## src/logic/rename_defs.svh

```systemverilog
// Register counts and field widths for the rename stage
`ifndef RENAME_DEFS_SVH
`define RENAME_DEFS_SVH

// Logical register file with r0 hard-wired to zero
`define RN_LREGS    32

// Physical register count and free list depth
`define RN_PREGS    64

// Index widths
`define RN_LRF_AW   5
`define RN_PRF_AW   6

// Program counter width
`define RN_PC_W     32

`endif

```

## src/logic/rename_pkg.sv

```systemverilog
// Opcode enum and packed structs for decode, rename, commit and writeback
`include "rename_defs.svh"

package rename_pkg;

   // Major opcode from instruction bits 31..26
   typedef enum logic [5:0] {
      OP_NOP    = 6'h00,
      OP_ALU_RR = 6'h01,
      OP_ALU_RI = 6'h02,
      OP_LOAD   = 6'h03,
      OP_STORE  = 6'h04,
      OP_BRANCH = 6'h05,
      OP_JAL    = 6'h06
   } op_e;

   typedef logic [`RN_LRF_AW-1:0] lreg_t;
   typedef logic [`RN_PRF_AW-1:0] preg_t;

   typedef struct packed {
      op_e                  op;
      logic [`RN_PC_W-1:0]  pc;
      logic [15:0]          imm;
      lreg_t                lrs1;
      logic                 lrs1_re;
      lreg_t                lrs2;
      logic                 lrs2_re;
      lreg_t                lrd;
      logic                 lrd_we;
   } dec_uop_t;

   typedef struct packed {
      op_e                  op;
      logic [`RN_PC_W-1:0]  pc;
      logic [15:0]          imm;
      preg_t                prs1;
      logic                 prs1_re;
      preg_t                prs2;
      logic                 prs2_re;
      lreg_t                lrd;
      preg_t                prd;
      logic                 prd_we;
      preg_t                pfree;   // Old mapping of lrd that commit frees
   } ren_uop_t;

   typedef struct packed {
      logic                 fire;
      lreg_t                lrd;
      preg_t                prd;
      logic                 prd_we;
      preg_t                pfree;
   } cmt_t;

   typedef struct packed {
      logic                 valid;
      preg_t                preg;
   } wb_t;

endpackage

```

## src/logic/rn_decode.sv

```systemverilog
// Instruction decoder producing a micro-op with logical registers and enables
`timescale 1ns/1ps
`include "rename_defs.svh"

module rn_decode
   import rename_pkg::*;
(
   input  logic [31:0]          instr,
   input  logic [`RN_PC_W-1:0]  pc,
   output dec_uop_t             uop
);

   op_e   op;
   lreg_t rd;

   assign rd = instr[25:21];

   // Unknown major opcodes fall back to NOP
   always_comb begin
      case (instr[31:26])
         OP_ALU_RR: op = OP_ALU_RR;
         OP_ALU_RI: op = OP_ALU_RI;
         OP_LOAD:   op = OP_LOAD;
         OP_STORE:  op = OP_STORE;
         OP_BRANCH: op = OP_BRANCH;
         OP_JAL:    op = OP_JAL;
         default:   op = OP_NOP;
      endcase
   end

   always_comb begin
      uop.op      = op;
      uop.pc      = pc;
      uop.imm     = instr[15:0];
      uop.lrs1    = instr[20:16];
      uop.lrs2    = instr[15:11];
      uop.lrd     = rd;
      uop.lrs1_re = 1'b0;
      uop.lrs2_re = 1'b0;
      uop.lrd_we  = 1'b0;
      case (op)
         OP_ALU_RR: begin
            uop.lrs1_re = 1'b1;
            uop.lrs2_re = 1'b1;
            uop.lrd_we  = 1'b1;
         end
         OP_STORE, OP_BRANCH: begin  // Two sources and no destination
            uop.lrs1_re = 1'b1;
            uop.lrs2_re = 1'b1;
         end
         OP_ALU_RI, OP_LOAD: begin
            uop.lrs1_re = 1'b1;
            uop.lrd_we  = 1'b1;
         end
         OP_JAL:  uop.lrd_we = 1'b1; // Link register only
         default: ;
      endcase
      // r0 is never renamed
      if (rd == '0) begin
         uop.lrd_we = 1'b0;
      end
   end

endmodule

```

## src/logic/rn_free_list.sv

```systemverilog
// Free physical register queue with speculative and committed heads
`timescale 1ns/1ps
`include "rename_defs.svh"

module rn_free_list
   import rename_pkg::*;
(
   input  logic   clk,
   input  logic   arst_n,
   input  logic   pop,
   input  logic   flush,
   input  cmt_t   cmt,
   output preg_t  fl_prd,
   output logic   fl_empty
);

   // Extra MSB tells full from empty
   typedef logic [`RN_PRF_AW:0] ptr_t;

   preg_t fifo_q [`RN_PREGS];
   ptr_t  tail_q;
   ptr_t  spec_head_q;     // Next register handed out at rename
   ptr_t  cmt_head_q;      // Oldest register not yet retired by commit
   ptr_t  cmt_head_nxt;
   logic  push;
   logic  full;

   // A committed writer returns the old mapping of its destination
   assign push = cmt.fire & cmt.prd_we;

   assign cmt_head_nxt = push ? cmt_head_q + 1'b1 : cmt_head_q;

   assign fl_empty = (spec_head_q == tail_q);

   // All free registers are queued once commit has caught up with rename
   assign full = (spec_head_q == cmt_head_q);

   assign fl_prd = fifo_q[spec_head_q[`RN_PRF_AW-1:0]];

   always_ff @(posedge clk or negedge arst_n) begin
      if (!arst_n) begin
         // Registers above the logical range start out free, in order
         for (int i = 0; i < `RN_PREGS; i++) begin
            fifo_q[i] <= preg_t'(i + `RN_LREGS);
         end
         tail_q      <= ptr_t'(`RN_PREGS - `RN_LREGS);
         spec_head_q <= '0;
         cmt_head_q  <= '0;
      end else begin
         if (push) begin
            fifo_q[tail_q[`RN_PRF_AW-1:0]] <= cmt.pfree;
            tail_q                        <= tail_q + 1'b1;
         end
         cmt_head_q <= cmt_head_nxt;
         if (flush) begin
            // Give back everything popped after the last commit
            spec_head_q <= cmt_head_nxt;
         end else if (pop) begin
            spec_head_q <= spec_head_q + 1'b1;
         end
      end
   end

   // Rename must stall on an empty list
   a_no_pop_empty: assert property (
      @(posedge clk) disable iff (!arst_n)
      pop |-> !fl_empty
   );

   // Commit can only return what rename took
   a_no_push_full: assert property (
      @(posedge clk) disable iff (!arst_n)
      push |-> !full
   );

endmodule

```

## src/logic/rn_rat.sv

```systemverilog
// Speculative and architectural register alias tables with flush rollback
`timescale 1ns/1ps
`include "rename_defs.svh"

module rn_rat
   import rename_pkg::*;
(
   input  logic      clk,
   input  logic      arst_n,
   input  logic      fire,
   input  logic      flush,
   input  dec_uop_t  uop,
   input  preg_t     fl_prd,
   input  cmt_t      cmt,
   output preg_t     prs1,
   output preg_t     prs2,
   output preg_t     pfree
);

   preg_t spec_q [`RN_LREGS];   // Read at rename
   preg_t arch_q [`RN_LREGS];   // Updated at commit
   preg_t arch_nxt [`RN_LREGS];
   logic  spec_we;
   logic  arch_we;

   assign spec_we = fire & uop.lrd_we;
   assign arch_we = cmt.fire & cmt.prd_we;

   // Lookups see the table as of this cycle
   assign prs1  = spec_q[uop.lrs1];
   assign prs2  = spec_q[uop.lrs2];
   assign pfree = spec_q[uop.lrd];

   // Architectural table with this cycle's commit folded in
   always_comb begin
      for (int i = 0; i < `RN_LREGS; i++) begin
         arch_nxt[i] = arch_q[i];
      end
      if (arch_we) begin
         arch_nxt[cmt.lrd] = cmt.prd;
      end
   end

   always_ff @(posedge clk or negedge arst_n) begin
      if (!arst_n) begin
         // Identity map out of reset
         for (int i = 0; i < `RN_LREGS; i++) begin
            arch_q[i] <= preg_t'(i);
         end
      end else begin
         for (int i = 0; i < `RN_LREGS; i++) begin
            arch_q[i] <= arch_nxt[i];
         end
      end
   end

   always_ff @(posedge clk or negedge arst_n) begin
      if (!arst_n) begin
         for (int i = 0; i < `RN_LREGS; i++) begin
            spec_q[i] <= preg_t'(i);
         end
      end else if (flush) begin
         // Roll back to committed state
         for (int i = 0; i < `RN_LREGS; i++) begin
            spec_q[i] <= arch_nxt[i];
         end
      end else if (spec_we) begin
         spec_q[uop.lrd] <= fl_prd;
      end
   end

   // r0 stays hard-wired in both tables
   a_no_r0_write: assert property (
      @(posedge clk) disable iff (!arst_n)
      !(spec_we && uop.lrd == '0) && !(arch_we && cmt.lrd == '0)
   );

endmodule

```

## src/logic/rn_busytable.sv

```systemverilog
// Busy table with one bit per physical register, set at allocation and cleared at writeback
`timescale 1ns/1ps
`include "rename_defs.svh"

module rn_busytable
   import rename_pkg::*;
(
   input  logic                 clk,
   input  logic                 arst_n,
   input  logic                 set_valid,
   input  preg_t                set_preg,
   input  wb_t                  wb,
   input  logic                 flush,
   output logic [`RN_PREGS-1:0] busy
);

   logic [`RN_PREGS-1:0] busy_nxt;

   always_comb begin
      busy_nxt = busy;
      if (wb.valid) begin
         busy_nxt[wb.preg] = 1'b0;
      end
      if (set_valid) begin
         busy_nxt[set_preg] = 1'b1;   // New producer pending
      end
   end

   always_ff @(posedge clk or negedge arst_n) begin
      if (!arst_n) begin
         busy <= '0;
      end else if (flush) begin
         busy <= '0;   // Surviving producers have all written back
      end else begin
         busy <= busy_nxt;
      end
   end

   // Writeback only for registers handed out by rename
   a_wb_busy: assert property (
      @(posedge clk) disable iff (!arst_n || flush)
      wb.valid |-> busy[wb.preg]
   );

endmodule

```

## src/logic/rename_unit.sv

```systemverilog
// Rename stage top with stall logic, stage register and submodule instances
`timescale 1ns/1ps
`include "rename_defs.svh"

module rename_unit
   import rename_pkg::*;
(
   input  logic                 clk,
   input  logic                 arst_n,
   input  logic                 in_valid,
   input  logic [31:0]          instr,
   input  logic [`RN_PC_W-1:0]  pc,
   output logic                 in_ready,
   input  cmt_t                 cmt,
   input  wb_t                  wb,
   input  logic                 flush,
   input  logic                 issue_ready,
   output logic                 out_valid,
   output ren_uop_t             out_uop,
   output logic [`RN_PREGS-1:0] busy
);

   dec_uop_t dec_uop;
   ren_uop_t ren_uop;
   preg_t    fl_prd;
   logic     fl_empty;
   preg_t    prs1;
   preg_t    prs2;
   preg_t    pfree;
   logic     stage_ce;
   logic     rename_fire;
   logic     fl_pop;

   rn_decode u_decode (.instr(instr), .pc(pc), .uop(dec_uop));

   // Stage register empty or draining this cycle
   assign stage_ce    = ~out_valid | issue_ready;
   assign in_ready    = ~fl_empty & ~flush & stage_ce;
   assign rename_fire = in_valid & in_ready;
   assign fl_pop      = rename_fire & dec_uop.lrd_we;

   rn_free_list u_free_list (
      .clk      (clk),
      .arst_n   (arst_n),
      .pop      (fl_pop),
      .flush    (flush),
      .cmt      (cmt),
      .fl_prd   (fl_prd),
      .fl_empty (fl_empty)
   );

   rn_rat u_rat (
      .clk    (clk),
      .arst_n (arst_n),
      .fire   (rename_fire),
      .flush  (flush),
      .uop    (dec_uop),
      .fl_prd (fl_prd),
      .cmt    (cmt),
      .prs1   (prs1),
      .prs2   (prs2),
      .pfree  (pfree)
   );

   rn_busytable u_busytable (
      .clk       (clk),
      .arst_n    (arst_n),
      .set_valid (fl_pop),
      .set_preg  (fl_prd),
      .wb        (wb),
      .flush     (flush),
      .busy      (busy)
   );

   always_comb begin
      ren_uop.op      = dec_uop.op;
      ren_uop.pc      = dec_uop.pc;
      ren_uop.imm     = dec_uop.imm;
      ren_uop.prs1    = prs1;
      ren_uop.prs1_re = dec_uop.lrs1_re;
      ren_uop.prs2    = prs2;
      ren_uop.prs2_re = dec_uop.lrs2_re;
      ren_uop.lrd     = dec_uop.lrd;
      ren_uop.prd     = fl_prd;   // Head entry is only consumed when lrd_we
      ren_uop.prd_we  = dec_uop.lrd_we;
      ren_uop.pfree   = pfree;
   end

   always_ff @(posedge clk or negedge arst_n) begin
      if (!arst_n) begin
         out_valid <= 1'b0;
      end else if (flush) begin
         out_valid <= 1'b0;
      end else if (stage_ce) begin
         out_valid <= rename_fire;
      end
   end

   always_ff @(posedge clk) begin
      if (stage_ce) begin
         out_uop <= ren_uop;
      end
   end

   // Held uop must not change under back-pressure
   a_hold_uop: assert property (
      @(posedge clk) disable iff (!arst_n)
      (out_valid && !issue_ready) |=> $stable(out_uop)
   );

endmodule

```

## config.mk

```make
export PLATFORM = sky130hd
export DESIGN_NAME = rename_unit
export DESIGN_NICKNAME = d
export VERILOG_FILES = /design/src/logic/rename_pkg.sv /design/src/logic/rn_decode.sv /design/src/logic/rn_free_list.sv /design/src/logic/rn_rat.sv /design/src/logic/rn_busytable.sv /design/src/logic/rename_unit.sv
export VERILOG_INCLUDE_DIRS = /design/src /design/src/logic
export SDC_FILE = /design/constraint.sdc
export NUM_CORES = 2
export LEC_CHECK = 0
export BUFFER_PORTS_ARGS = -buffer_cell sky130_fd_sc_hd__buf_4
export CORE_AREA = 5 5 342 344
export CTS_CLUSTER_SIZE = 30
export DETAILED_ROUTE_END_ITERATION = 8
export DIE_AREA = 0 0 347 349
export PLACE_DENSITY = 0.65
export SYNTH_ARGS = -nofsm -noshare
export SYNTH_HDL_FRONTEND = slang
export SYNTH_SLANG_ARGS = --single-unit
```

## constraint.sdc

```tcl
create_clock -name clk -period 4.15 [get_ports clk]
set_clock_uncertainty 0.1 [all_clocks]
set_input_delay 0.6225 -clock clk [delete_from_list [all_inputs] [get_ports clk]]
set_output_delay 0.6225 -clock clk [all_outputs]
set_load 0.03 [all_outputs]
```

# Word-level counts from Yosys, hierarchy flattened
# Index checks and enable logic that the tools add are counted.
# op_classes
n_addsub	3
magnitude_cmp	13
eq_ne	13
mux	41
bitwise	18
reduce_logical	11
# op_table
op	count
192-bit 2-to-1 mux	3
192-bit bitwise mux	2
384-bit bitwise mux	1
64-bit 2-to-1 mux	3
6-bit binary-select mux with 5-bit select	3
6-bit 2-to-1 mux	11
64-bit AND	1
64-bit NOT	1
64-bit bitwise OR	1
6-bit demux with 5-bit select	2
6-bit binary-select mux with 6-bit select	1
6-bit demux with 6-bit select	1
6-bit greater-or-equal comparator (second input constant)	4
5-bit NOT with 6-bit output	4
7-bit by 1-bit adder with 7-bit output (second input constant)	3
7-bit 2-to-1 mux	3
6-bit by 3-bit equality test with 1-bit output (second input constant)	3
3-bit case mux with 6 select lines	1
7-bit greater-or-equal comparator (second input constant)	2
6-bit by 7-bit < comparator with 1-bit output (second input constant)	2
6-bit NOT with 7-bit output	2
1-bit demux with 6-bit select	2
6-bit by 2-bit equality test with 1-bit output (second input constant)	2
6-bit by 1-bit greater-or-equal comparator with 1-bit output (second input constant)	2
other kinds (17)	39
# word_totals
ff_bits	940
inputBits	95
word_cells	243

# Logic depth before layout (Yosys ltp)
# depth
word_depth	11
mapped_depth	12
ltp_nobuf	7

# By module
# Synthesis repeated with hierarchy kept, for this count alone.
# hier_totals
cells_unflattened	3130
area_unflattened_um2	46592.2
# by_module_without_submodules
module	n_inst	cells_per_inst	area_per_inst_um2	seq_area_each_um2
rn_rat	1	1373	21483.1	9809.4
rn_free_list	1	1269	18881.9	10376.2
rn_busytable	1	310	2952.8	1601.5
rename_unit	1	95	2676.3	2607.5
rn_decode	1	83	598.1	0.0

# Least setup slack after synthesis
# Ideal clock, no wire load.
# synth_path
path_kind	input to register
start	in issue_ready
end	reg u_rat.spec_q[183] in the netlist's numbering
setup_time_ns	0.126
arrival_ns	4.364
required_ns	3.924
slack_ns	-0.440
path_stages	7
path_buffers	1
cell_sequence	nand2b_1 > nor2b_1 > o2111ai_1 > clkbuf_1 > nor3_1 > nor2_1 > a221o_1
# synth_between
elab_chain_len	5
# synth_lines
element	line	source
start: declaration	rename_unit.sv:17	input logic issue_ready,
1-bit bitwise OR	rename_unit.sv:37	assign stage_ce = ~out_valid | issue_ready;
1-bit AND	rename_unit.sv:38	assign in_ready = ~fl_empty & ~flush & stage_ce;
1-bit AND	rename_unit.sv:39	assign rename_fire = in_valid & in_ready;
1-bit AND	rn_rat.sv:26	assign spec_we = fire & uop.lrd_we;
2-bit nonzero test (no line)	--	
end signal: indexed assignment	rn_rat.sv:60	spec_q[i] <= preg_t'(i);
end signal: indexed assignment	rn_rat.sv:65	spec_q[i] <= arch_nxt[i];
end signal: indexed assignment	rn_rat.sv:68	spec_q[uop.lrd] <= fl_prd;
end: declaration	rn_rat.sv:20	preg_t spec_q [`RN_LREGS];
# No other way between the ends.
# A chain may end at the register's enable or synchronous reset.

# Final worst setup path
# layout_path
start	reg u_free_list.spec_head_q[0]
end	reg u_busytable.busy[4]
# layout_between
elab_chain_len	11
# layout_lines
element	line	source
start: declaration	rn_free_list.sv:22	ptr_t spec_head_q;
start signal: assignment	rn_free_list.sv:57	spec_head_q <= cmt_head_nxt;
start signal: assignment	rn_free_list.sv:59	spec_head_q <= spec_head_q + 1'b1;
6-bit NOT with 7-bit output	rn_free_list.sv:38	assign fl_prd = fifo_q[spec_head_q[`RN_PRF_AW-1:0]];
6-bit binary-select mux with 6-bit select	rn_free_list.sv:38	
6-bit 2-to-1 mux (2 in a row)	rn_free_list.sv:38	
6-bit by 7-bit < comparator with 1-bit output (implied by the code) / 6-bit by 1-bit greater-or-equal comparator with 1-bit output (equally long branches)	rn_busytable.sv:25	busy_nxt[set_preg] = 1'b1;
1-bit logical AND (implied by the code)	rn_busytable.sv:25	
1-bit 2-to-1 mux (implied by the code)	rn_busytable.sv:25	
1-bit demux with 6-bit select	--	
64-bit bitwise OR (no line)	--	
64-bit 2-to-1 mux (*)	rn_busytable.sv:24	if (set_valid) begin
64-bit 2-to-1 mux (*)	rn_busytable.sv:32	end else if (flush) begin
end signal: assignment	rn_busytable.sv:35	busy <= busy_nxt;
end: declaration	rn_busytable.sv:14	output logic [`RN_PREGS-1:0] busy
# Mark *: on every way between the ends. The rest lies on a longest branch, timed or not. The select of a mux whose other input is x is not followed.

==> impl_metrics.ini <==
[timing]
hold_violations = 0
layout_worst_path_cycle_share_pct = 92.6
setup_viol = 0
tightest_slew_ps = 958
slew_viol_final = 0
rsz0062_at_grt = false
relSlewSlack_pct = 35.9
clock.fmax_mhz = 260
layout_min_cycle_time_ps = 3840
setup_tns_ps = 0

[synthesis]
synth-async-reset-ratio_pct = 91.1
synth.area.top_cells = dfrtp_1 28%, dfstp_2 21%, mux2_2 15%
synth-main-ff-cell = dfrtp_1
syn_area_sq_mm = 0.0450
synth_edf_count = 83
yosys.area.top_type_share_pct = 27.8
ys_ff_latch = 937
yosys_warnings = 0
avgSynthCellArea_sq_um = 14.3
synth.distinct_cells = 64
yosysTopAreaCell = dfrtp_1
syn_inst = 3142
yosysSeqAreaShare_pct = 54.0

[detailed_routing]
met1_length_mm = 55.5
drt_iter0_markers = 2599
drc = 0
wl_mm = 135
via_count = 29900
dr.pass1.iters = 5
route.met2.wl_mm = 63.0
via_per_inst = 6.00
ant_nets = 0
wl_per_cell_microns = 27.1
route.top_layer_used = met5
route.met3.wl_mm = 9.84

[finish]
num-fill-cells = 9949
antennaDiodeCount = 0
nets = 3483
post-route-util_pct = 46.4
drive_above_1_share_pct = 50.4
syn_to_final_growth_pct = 17.1

[floorplanning]
dieArea_sq_mm = 0.121
start_util_pct = 39.6
fp.dieH_microns = 349
io_pins = 247
coreArea_sq_mm = 0.114
die-width_microns = 347
rows = 124

[power_and_ir_drop]
ir_drop_uv = 510
p_per_area_mw_per_mm2 = 563
p_leak_nw = 22.6

[critical_path]
cp-start-kind = register
cp_data_arrival_time_ps = 4340
end_kind = register
crit_fanout = 28
worstPathRequired_ps = 4640
critPathKind = register to register

[min_path]
hold_class = primary input to register

[global_routing]
grt.total_usage_pct = 21.9
grt-ovfl-total = 0
grt_pass1_wl_mm = 203
grt_pass1_vias = 30500
grt_max_degree = 212
antenna_found_initial = 3

[clocking]
clock_sinks = 937
htree_levels = 3
cts.repair.resized = 0
ctsLongestPathBuffers = 3
cts_tree = yes
cts_buffers = 100
cts_setup_buffers = 0
clock_latency_ps = 690
path_clk_slew_ps = 60
cts-root-buf = clkbuf_16

[job]
maxCapViolations = 0

[place]
dpl.hpwl_mm = 89.3
io_buffers = 243
place_congestion = 0.897

[outcome]
status = complete, no violations
-- report_power, final --
group | switching (mW) | internal, mW | total [mW] | leakage (nW)
logic | 5.26 | 3.17 | 8.43 | 9.57
registers | 0.986 | 10.9 | 11.9 | 11.3
clock network | 3.80 | 5.56 | 9.36 | 1.70
-- cell families after synthesis --
| logic type | after synthesis | share of synthesized area [%] |
|---|---|---|
| flops | 937 | 54.0 |
| mux | 891 | 28.4 |
| simple gates | 544 | 6.25 |
| compound gates | 481 | 8.33 |
| buf+inv | 261 | 2.42 |
| xor+xnor | 24 | 0.467 |
| fa+ha+maj | 3 | 0.0834 |
| other cells | 1 | 0.00833 |
-- Yosys cell counts (13+ instances only) --
master	n
and2_1	15
nor2_1	170
o22ai_1	13
o21ai_0	75
nor2b_1	54
a22oi_1	44
buf_2	23
a221o_1	98
xnor2_1	21
mux4_2	250
edfxtp_1	83
nand3_1	40
nand2_1	113
dfrtp_1	501
nand3b_1	42
mux2i_1	33
a22o_1	85
clkbuf_1	190
a31oi_1	15
mux2_2	604
buf_1	24
o21ai_1	23
dfstp_2	353
a21o_1	83
nand4_1	20
-- critical path, stage by stage, from the launching register on --
cell      delay [ps]
dfrtp_4          700
buf_12           310
mux4_2           540
mux2i_1          280
o22ai_1          210
a311oi_4         410
buf_4            460
nand4_1          390
o31ai_1          310
-- cell type report --
cell class                      count  area, sq um  share of cell area, %
Clock buffer                      151         3000                   5.69
Tap cell                         1512         1890                   3.59
Timing Repair Buffer              389         3270                   6.21
Sequential cell                   937        24300                   46.1
Multi-Input combinational cell   1946        19700                   37.4
Clock inverter                     37          477                  0.905
Inverter                           11         41.3                 0.0783
-- worst paths after layout --
check,start,end,slack [ps],depth (start not counted)
max,u_free_list.spec_head_q[0],u_busytable.busy[4],310,8
min,in_valid,out_valid,120,3
max reg2reg,u_free_list.spec_head_q[0],u_busytable.busy[4],310,8
min reg2reg,u_free_list.cmt_head_q[6],u_free_list.cmt_head_q[6],370,1
max in group asynchronous,arst_n,u_free_list.spec_head_q[0],2250,3
min in group asynchronous,arst_n,u_rat.arch_q[153],430,2
-- routing by layer --
layer  up-vias  track usage (%)
li1      12500                -
met1     15800             29.0
met5         -                0
met3       345             4.66
met4         6             9.92
met2      1302             34.9
-- metrics by stage --
step | cells | setup slack [ps] | hold WS, ps | total power [mW] | instance area, sq um
floorplan | 3144 | 544 | 227 | 16.6 | 45000
global placement | 4751 | 369 | 364 | 20.1 | 48800
detailed placement | 4751 | 310 | 365 | 20.3 | 48800
CTS | 4983 | 281 | 61.5 | 29.7 | 52700
global route | 4983 | 134 | 84.0 | 30.7 | 52700
finish | 4983 | 305 | 118 | 29.7 | 52700
-- state kept, by name, summed over array words and instances, names as in the netlist --
| signal | count |
|---|---|
| u_free_list.cmt_head_q | 7 |
| u_free_list.spec_head_q | 7 |
| u_free_list.fifo_q | 384 |
| u_free_list.tail_q | 7 |
| out_valid | 1 |
| out_uop | 83 |
| u_rat.arch_q | 192 |
| u_busytable.busy | 64 |
| u_rat.spec_q | 192 |
-- placed cells by master, fill, tap and decap left out, types with 25 or more instances in the layout --
cell,n
a22o_1,85
clkbuf_16,104
buf_4,325
nand3_1,40
nor2_1,170
nand3b_1,42
o21ai_0,75
a21o_1,83
nor2b_1,54
mux2_2,604
mux2i_1,33
dfstp_2,353
a221o_1,98
mux4_2,250
clkbuf_1,25
edfxtp_1,83
dfrtp_1,498
dlygate4sd3_1,44
a22oi_1,44
nand2_1,113
-- what timing repair did --
action,in CTS,in global routing
hold buffers,44,0
endpoints found under the setup margin,0,0
endpoints found under the hold margin,86,0
Power figures use the tool's default switching activity.
